==> src/design/tsconf_pkg.sv <==
package tsconf_pkg;

    // port addresses
    localparam logic [7:0]  PORT_XT      = 8'hAF;
    localparam logic [7:0]  PORT_COVOX   = 8'hFB;
    localparam logic [15:0] PORT_FE_MASK = 16'h0001;

    // beeper bit in a #FE write
    localparam int FE_BEEPER_BIT = 4;

    // extended register file at #xxAF
    localparam logic [7:0] REG_BORDER  = 8'h0F;
    localparam logic [7:0] REG_SNDCONF = 8'h20;
    localparam logic [7:0] REG_IM2V    = 8'h24;
    localparam logic [7:0] REG_INTMASK = 8'h2A;

    localparam int SNDCONF_COVOX_BIT = 0;
    localparam int INT_FRM_BIT       = 0;
    localparam int INT_LIN_BIT       = 1;

    // source codes, vector bits 3..1
    localparam logic [2:0] INT_CODE_FRM = 3'd0;
    localparam logic [2:0] INT_CODE_LIN = 3'd1;

    // interrupt timers, in fclk cycles
    localparam int FRAME_TICKS = 2048;
    localparam int LINE_TICKS  = 224;
    localparam int FRM_CNT_W   = $clog2(FRAME_TICKS);
    localparam int LIN_CNT_W   = $clog2(LINE_TICKS);

    localparam int PWM_BITS = 8;

    typedef struct packed {
        logic [7:0] reg_idx;
        logic [7:0] port;
    } zaddr_s_t;

    // Z80 address, seen as a plain word or as index/port pair
    typedef union packed {
        logic [15:0] raw;
        zaddr_s_t    f;
    } zaddr_u;

    typedef struct packed {
        logic       iord;
        logic       intack;
        logic       iowr_s;
        logic       intack_s;
        zaddr_u     addr;
        logic [7:0] data;
    } bus_evt_t;

    typedef struct packed {
        logic [7:0]          border;
        logic                beeper;
        logic [PWM_BITS-1:0] covox;
        logic                covox_en;
        logic [3:0]          im2v_hi;
        logic [1:0]          intmask;
    } port_cfg_t;

endpackage

==> src/design/sound.sv <==
`timescale 1ns/1ps

module sound (
    input  logic                  fclk,
    input  logic                  reset,
    input  tsconf_pkg::port_cfg_t cfg,
    output logic                  beep
);

    import tsconf_pkg::*;

    logic [PWM_BITS-1:0] pwm_cnt;
    logic                pwm_bit;

    // high for covox counts out of every 256
    assign pwm_bit = pwm_cnt < cfg.covox;

    always_ff @(posedge fclk) begin
        if (reset) begin
            pwm_cnt <= '0;
            beep    <= 1'b0;
        end else begin
            pwm_cnt <= pwm_cnt + 1'b1;
            beep    <= cfg.covox_en ? pwm_bit : cfg.beeper;
        end
    end

endmodule

==> src/design/tsconf_io_top.sv <==
`timescale 1ns/1ps

module tsconf_io_top (
    input  logic        fclk,
    input  logic        reset,
    input  logic        iorq_n,
    input  logic        rd_n,
    input  logic        wr_n,
    input  logic        m1_n,
    input  logic [15:0] a,
    input  logic [7:0]  d_in,
    output logic [7:0]  d_out,
    output logic        d_oe,
    output logic        int_n,
    output logic [7:0]  border,
    output logic        beep
);

    import tsconf_pkg::*;

    bus_evt_t   bus;
    port_cfg_t  cfg;
    logic [7:0] ports_data;
    logic       ports_en;
    logic [7:0] im2vect;
    logic       im2vect_en;

    zsignals zsignals (
        .fclk   (fclk),
        .reset  (reset),
        .iorq_n (iorq_n),
        .rd_n   (rd_n),
        .wr_n   (wr_n),
        .m1_n   (m1_n),
        .a      (a),
        .d_in   (d_in),
        .bus    (bus)
    );

    zports zports (
        .fclk    (fclk),
        .reset   (reset),
        .bus     (bus),
        .cfg     (cfg),
        .rd_data (ports_data),
        .rd_en   (ports_en)
    );

    zint zint (
        .fclk      (fclk),
        .reset     (reset),
        .bus       (bus),
        .cfg       (cfg),
        .int_n     (int_n),
        .vector    (im2vect),
        .vector_en (im2vect_en)
    );

    sound sound (
        .fclk  (fclk),
        .reset (reset),
        .cfg   (cfg),
        .beep  (beep)
    );

    // acknowledge needs m1, so never overlaps a port read
    assign d_out  = im2vect_en ? im2vect : ports_data;
    assign d_oe   = im2vect_en | ports_en;
    assign border = cfg.border;

endmodule

==> src/design/zint.sv <==
`timescale 1ns/1ps

module zint (
    input  logic                  fclk,
    input  logic                  reset,
    input  tsconf_pkg::bus_evt_t  bus,
    input  tsconf_pkg::port_cfg_t cfg,
    output logic                  int_n,
    output logic [7:0]            vector,
    output logic                  vector_en
);

    import tsconf_pkg::*;

    logic [FRM_CNT_W-1:0] frm_cnt;
    logic [LIN_CNT_W-1:0] lin_cnt;
    logic                 frm_wrap;
    logic                 lin_wrap;

    logic [1:0] pend;
    logic [1:0] active;
    logic [2:0] live_code;
    logic [2:0] ack_code;

    assign frm_wrap = frm_cnt == FRM_CNT_W'(FRAME_TICKS - 1);
    assign lin_wrap = lin_cnt == LIN_CNT_W'(LINE_TICKS - 1);

    // stand-ins for the video frame and line starts
    always_ff @(posedge fclk) begin
        if (reset) begin
            frm_cnt <= '0;
            lin_cnt <= '0;
        end else begin
            frm_cnt <= frm_wrap ? '0 : frm_cnt + 1'b1;
            lin_cnt <= lin_wrap ? '0 : lin_cnt + 1'b1;
        end
    end

    assign active = pend & cfg.intmask;

    // frame wins over line
    assign live_code = active[INT_FRM_BIT] ? INT_CODE_FRM : INT_CODE_LIN;

    // code is frozen for the whole acknowledge cycle
    always_ff @(posedge fclk) begin
        if (reset) begin
            ack_code <= INT_CODE_FRM;
        end else if (!bus.intack) begin
            ack_code <= live_code;
        end
    end

    // a new wrap beats a clear in the same cycle
    always_ff @(posedge fclk) begin
        if (reset) begin
            pend <= 2'b00;
        end else begin
            if (frm_wrap) begin
                pend[INT_FRM_BIT] <= 1'b1;
            end else if (bus.intack_s && ack_code == INT_CODE_FRM) begin
                pend[INT_FRM_BIT] <= 1'b0;
            end

            if (lin_wrap) begin
                pend[INT_LIN_BIT] <= 1'b1;
            end else if (bus.intack_s && ack_code == INT_CODE_LIN) begin
                pend[INT_LIN_BIT] <= 1'b0;
            end
        end
    end

    assign int_n     = ~|active;
    assign vector    = {cfg.im2v_hi, ack_code, 1'b0};
    assign vector_en = bus.intack;

endmodule

==> src/design/zports.sv <==
`timescale 1ns/1ps

module zports (
    input  logic                  fclk,
    input  logic                  reset,
    input  tsconf_pkg::bus_evt_t  bus,
    output tsconf_pkg::port_cfg_t cfg,
    output logic [7:0]            rd_data,
    output logic                  rd_en
);

    import tsconf_pkg::*;

    logic [7:0] border_r;
    logic       beeper_r;
    logic [7:0] covox_r;
    logic [7:0] sndconf_r;
    logic [7:0] im2v_r;
    logic [7:0] intmask_r;

    logic       fe_hit;
    logic       fb_hit;
    logic       xt_hit;
    logic       idx_known;
    logic [7:0] xt_val;

    // #FE is any port with a0 low
    assign fe_hit = (bus.addr.raw & PORT_FE_MASK) == 16'h0000;
    assign fb_hit = bus.addr.raw[7:0] == PORT_COVOX;
    assign xt_hit = bus.addr.f.port == PORT_XT;

    always_comb begin
        idx_known = 1'b1;
        case (bus.addr.f.reg_idx)
            REG_BORDER:  xt_val = border_r;
            REG_SNDCONF: xt_val = sndconf_r;
            REG_IM2V:    xt_val = im2v_r;
            REG_INTMASK: xt_val = intmask_r;
            default: begin
                idx_known = 1'b0;
                xt_val    = 8'h00;
            end
        endcase
    end

    always_ff @(posedge fclk) begin
        if (reset) begin
            border_r  <= 8'h00;
            beeper_r  <= 1'b0;
            covox_r   <= 8'h00;
            sndconf_r <= 8'h00;
            im2v_r    <= 8'h00;
            intmask_r <= 8'h00;
        end else if (bus.iowr_s) begin
            if (fe_hit) begin
                border_r[2:0] <= bus.data[2:0];
                beeper_r      <= bus.data[FE_BEEPER_BIT];
            end else if (fb_hit) begin
                covox_r <= bus.data;
            end else if (xt_hit) begin
                case (bus.addr.f.reg_idx)
                    REG_BORDER:  border_r  <= bus.data;
                    REG_SNDCONF: sndconf_r <= bus.data;
                    REG_IM2V:    im2v_r    <= bus.data;
                    REG_INTMASK: intmask_r <= bus.data;
                    default: ;
                endcase
            end
        end
    end

    // only known #xxAF registers are claimed on read
    assign rd_en   = bus.iord & xt_hit & idx_known;
    assign rd_data = xt_val;

    always_comb begin
        cfg.border   = border_r;
        cfg.beeper   = beeper_r;
        cfg.covox    = covox_r;
        cfg.covox_en = sndconf_r[SNDCONF_COVOX_BIT];
        cfg.im2v_hi  = im2v_r[7:4];
        cfg.intmask  = intmask_r[INT_LIN_BIT:INT_FRM_BIT];
    end

endmodule

==> src/design/zsignals.sv <==
`timescale 1ns/1ps

module zsignals (
    input  logic                fclk,
    input  logic                reset,
    input  logic                iorq_n,
    input  logic                rd_n,
    input  logic                wr_n,
    input  logic                m1_n,
    input  logic [15:0]         a,
    input  logic [7:0]          d_in,
    output tsconf_pkg::bus_evt_t bus
);

    // {iorq_n, rd_n, wr_n, m1_n}
    logic [3:0]  ctl_s1;
    logic [3:0]  ctl_s2;
    logic [15:0] a_s1;
    logic [15:0] a_s2;
    logic [7:0]  d_s1;
    logic [7:0]  d_s2;

    logic iorq;
    logic rd;
    logic wr;
    logic m1;

    logic iord;
    logic iowr;
    logic intack;
    logic iowr_d;
    logic intack_d;
    logic iowr_s;
    logic intack_s;

    always_ff @(posedge fclk) begin
        if (reset) begin
            ctl_s1 <= 4'b1111;
            ctl_s2 <= 4'b1111;
        end else begin
            ctl_s1 <= {iorq_n, rd_n, wr_n, m1_n};
            ctl_s2 <= ctl_s1;
        end
    end

    // host holds these stable while strobes are low
    always_ff @(posedge fclk) begin
        a_s1 <= a;
        a_s2 <= a_s1;
        d_s1 <= d_in;
        d_s2 <= d_s1;
    end

    assign iorq = ~ctl_s2[3];
    assign rd   = ~ctl_s2[2];
    assign wr   = ~ctl_s2[1];
    assign m1   = ~ctl_s2[0];

    assign iord   = iorq & rd & ~m1;
    assign iowr   = iorq & wr;
    assign intack = iorq & m1;

    // one-cycle pulses on rising level
    always_ff @(posedge fclk) begin
        if (reset) begin
            iowr_d   <= 1'b0;
            intack_d <= 1'b0;
            iowr_s   <= 1'b0;
            intack_s <= 1'b0;
        end else begin
            iowr_d   <= iowr;
            intack_d <= intack;
            iowr_s   <= iowr & ~iowr_d;
            intack_s <= intack & ~intack_d;
        end
    end

    always_comb begin
        bus.iord     = iord;
        bus.intack   = intack;
        bus.iowr_s   = iowr_s;
        bus.intack_s = intack_s;
        bus.addr.raw = a_s2;
        bus.data     = d_s2;
    end

endmodule

==> config.mk <==
export PLATFORM = sky130hd
export DESIGN_NAME = tsconf_io_top
export DESIGN_NICKNAME = d
export VERILOG_FILES = /design/src/design/tsconf_pkg.sv /design/src/design/sound.sv /design/src/design/tsconf_io_top.sv /design/src/design/zint.sv /design/src/design/zports.sv /design/src/design/zsignals.sv
export SDC_FILE = /design/constraint.sdc
export NUM_CORES = 1
export LEC_CHECK = 0
export ABC_AREA = 1
export BUFFER_PORTS_ARGS = -buffer_cell sky130_fd_sc_hd__buf_2
export CAP_MARGIN = 20
export CELL_PAD_IN_SITES_DETAIL_PLACEMENT = 0
export CELL_PAD_IN_SITES_GLOBAL_PLACEMENT = 1
export CORE_ASPECT_RATIO = 0.7
export CORE_MARGIN = 4
export CORE_UTILIZATION = 45
export CTS_BUF_LIST = sky130_fd_sc_hd__clkbuf_8
export DETAILED_ROUTE_END_ITERATION = 12
export GPL_ROUTABILITY_DRIVEN = 0
export MAX_ROUTING_LAYER = met4
export PLACE_DENSITY = 0.84
export SYNTH_ARGS = -nofsm -noshare
export SYNTH_HDL_FRONTEND = slang
export SYNTH_SLANG_ARGS = --single-unit
==> constraint.sdc <==
create_clock -name fclk -period 1.8 [get_ports fclk]
set_clock_uncertainty 0.05 [all_clocks]
set_input_delay 0.09 -clock fclk [delete_from_list [all_inputs] [get_ports fclk]]
set_output_delay 0.09 -clock fclk [all_outputs]
set_load 0.05 [all_outputs]
==> impl_metrics.tcl <==
set metrics [dict create \
    async_flop_share_pct 0 \
    place_ws_ps 73.6 \
    start_util_pct 46.9 \
    synthTopCellsByCount "nand2_1 (138), dfxtp_1 (132), nor2_1 (112)" \
    synth_top_area_cell "dfxtp_1" \
    yosysMostFrequentCell "nand2_1" \
    rr_endpoint "zports.im2v_r[1]" \
    finalWirelength_um 10800 \
    core_um2 10500 \
    syn_inst 628 \
    vias_per_cell 4.53 \
    fin_ws_ps -135 \
    ys_types 24 \
    max_freq_ghz 0.517 \
    die_area_um2 12700 \
    fp.dieW_um 133 \
    synthTopCellsByArea "dfxtp_1 (54%), nand2_1 (11%), nor2_1 (8.5%), inv_1 (5.7%), o21ai_0 (3.2%)" \
    io_pins 49 \
    ff2ff_path_depth 10 \
    crit_type "register to output port" \
    synth_area_um2 4930 \
    yosysWarnings 0 \
    dp.cells 812 \
    status "complete, but fails checks" \
    fin_tns_setup_ps -852 \
    start_kind "register" \
    tightest_slew_ps 442 \
    clkLatencyLatePin_ps 430 \
    track_usage_pct 18.8 \
    ir_drop_mv 0.628 \
    synth_fp_nets 668 \
    endpoint_kind "output port" \
    fin_nets 758 \
    finalSetupViolations 9 \
    grt_pass1_vias 3745 \
    grt_start_max_net_pins 47 \
    antenna_left 0 \
    syn_avg_cell_area_um2 7.85 \
    drt_first_pass_iters 6 \
    r2r-start "zsignals.a_s2[11]" \
    cts_buffer_depth 2 \
    whs_ps 239 \
    crit_arrival_ps 1800 \
    p_per_area_nw_per_um2 905 \
    antenna_found_initial 0 \
    htree_levels 4 \
    vias 3985 \
    port_buffers 48 \
    crit_path_max_fanout 5 \
    hp-start "a[4]" \
    fill_cells 939 \
    final_cells 879 \
    drive_gt1_share_pct 21.2 \
    seq_area_um2 2650 \
    min_delay_path_depth 2 \
    clock-sinks 132 \
    multi_input_comb_area_um2 1950 \
    globalRouteOverflowTotal 0 \
    finalMaxSlewViolations 0 \
    violations "setup timing" \
    synth_flop_cell "dfxtp_1" \
    rsz0062_at_grt "yes" \
    cellLeakagePower_nw 2.81 \
    ys_seq_elements 132 \
    slew_headroom_pct 70.5 \
    synth_top_cell_area_share_pct 53.6 \
    hold_path.class "input pin to register" \
    antenna_cells 0 \
    drc 0 \
    hold_path_end "zsignals.a_s1[4]" \
    finalWorstPathRequiredPeriod_ps 1940 \
    grt_pass1_wl_um 18000 \
    finalCritPeriodShare_pct 108 \
    synth-seq-area-share_pct 53.6 \
    cts_root_buf "clkbuf_8" \
    avgRoutedWirePerCell_um 12.3 \
    dp_hpwl_um 7060 \
    cts_tree "done" \
    syn2layout_area_growth_pct 25.3 \
    required_ps 1660 \
    cts_buffers 17 \
    drtIter0Drc 233 \
    ff2ff_setup_slack_ps 160 \
    clkSlewWorstSetupHoldPaths_ps 80 \
    hold_violations 0 \
    die_y_um 95.6 \
    drv_cap 0 \
    rows 31 \
    synth_edf_count 0 \
]
state kept, by name (all words and copies together) (netlist names):
| name | count |
|---|---|
| zports.intmask_r | 8 |
| zint.ack_code | 1 |
| zsignals.d_s2 | 8 |
| zsignals.ctl_s1 | 4 |
| zsignals.intack_s | 1 |
| zsignals.a_s1 | 16 |
| zsignals.a_s2 | 16 |
| zsignals.d_s1 | 8 |
| zports.sndconf_r | 8 |
| zint.lin_cnt | 8 |
| zports.border_r | 8 |
| zsignals.iowr_d | 1 |
| zint.pend | 2 |
| zports.beeper_r | 1 |
| sound.beep | 1 |
| zint.frm_cnt | 11 |
| zports.covox_r | 8 |
| zsignals.intack_d | 1 |
| zsignals.iowr_s | 1 |
| sound.pwm_cnt | 8 |
| zsignals.ctl_s2 | 4 |
| zports.im2v_r | 8 |
layout make-up:
class,instances,share of cell area [%]
Tap cell,148,3.00
Sequential cell,132,42.9
Timing Repair Buffer,91,11.7
Clock inverter,15,2.13
Clock buffer,17,3.79
Inverter,82,4.98
Multi-Input combinational cell,394,31.5
worst max-delay path: stages (launching register included):
cell and delay (ps):
dfxtp_2 340, inv_2 50, nand2_2 90, nor2_4 270, nand2_8 110, o21ai_2 120
nor2_1 60, nor2_2 150, buf_6 180
how the worst max path moves through the flow:
| stage | to | slack (ps) | cells after the start | from |
|---|---|---|---|---|
| floorplan | d_out[0] | 80 | 8 | zsignals.a_s2[11] |
| global placement | d_out[2] | 110 | 8 | zsignals.a_s2[14] |
| detailed placement | zint.frm_cnt[8] | 70 | 6 | zint.frm_cnt[0] |
| CTS | d_out[2] | -130 | 9 | zsignals.a_s2[14] |
| global route | d_out[3] | -250 | 9 | zsignals.a_s2[12] |
| finish | d_out[2] | -140 | 8 | zsignals.a_s2[11] |
routing by layer:
metal	vias to the layer above	track usage, %	share of wire, %
met1	1778	24.7	50
li1	2104	-	-
met5	-	-	0
met4	0	5.99	0.82
met2	94	28.0	44
met3	9	5.43	5.4
cell usage in the layout, fill, tap and decap left out, types with 5 or more instances in the layout:
master,netlist,layout
xor2_1,7,7
o21ai_1,0,9
dlygate4sd3_1,0,29
nor2_1,112,106
ha_1,10,10
nand2_2,10,16
o21ai_0,32,20
nor3_1,8,7
nand3_1,26,23
inv_2,7,10
nand4_1,6,6
buf_6,3,12
clkinvlp_4,0,5
nor2_4,4,6
inv_6,0,6
inv_1,75,75
dfxtp_1,132,127
nand2_1,138,130
dfxtp_2,0,5
a21oi_1,21,21
buf_4,11,9
clkbuf_8,0,17
or2_2,9,9
buf_2,3,39
nor2_2,4,8
stage by stage:
step           total power [mW]  cell area, um^2  utilization (%)
2_1_floorplan              3.22             4930                -
3_3_place_gp               3.29             5290             50.3
3_5_place_dp               3.30             5290             50.3
4_1_cts                    5.65             6140             58.4
5_1_grt                    5.84             6180             58.8
6_report                   5.60             6180             58.8
logic make-up (layout without fill, tap and decap cells):
kind of cell,after synthesis,after routing,share of synthesized area (%)
buffers and inverters,103,205,9.21
adders and majority gates,10,10,2.54
xor gates and xnor gates,10,10,1.78
and+or+nand+nor,319,320,27.4
DFF,132,132,53.6
AOI/OAI and AO/OA,54,54,5.53
where the power goes:
| group | internal [mW] | switching, mW |
|---|---|---|
| clock | 1.10 | 1.20 |
| sequential | 3.00 | 0.0525 |
| combinational | 0.123 | 0.122 |
| total | 4.23 | 1.37 |
timing repair:
action | in CTS | in global routing
setup endpoints to repair | 9 | 26
cloned | 1 | 0
hold buffers | 29 | 0
hold endpoints to repair | 32 | 0
resized for setup | 58 | 14
setup buffers | 5 | 0
pin swaps | 9 | 4
(Power assumes the default switching activity.)
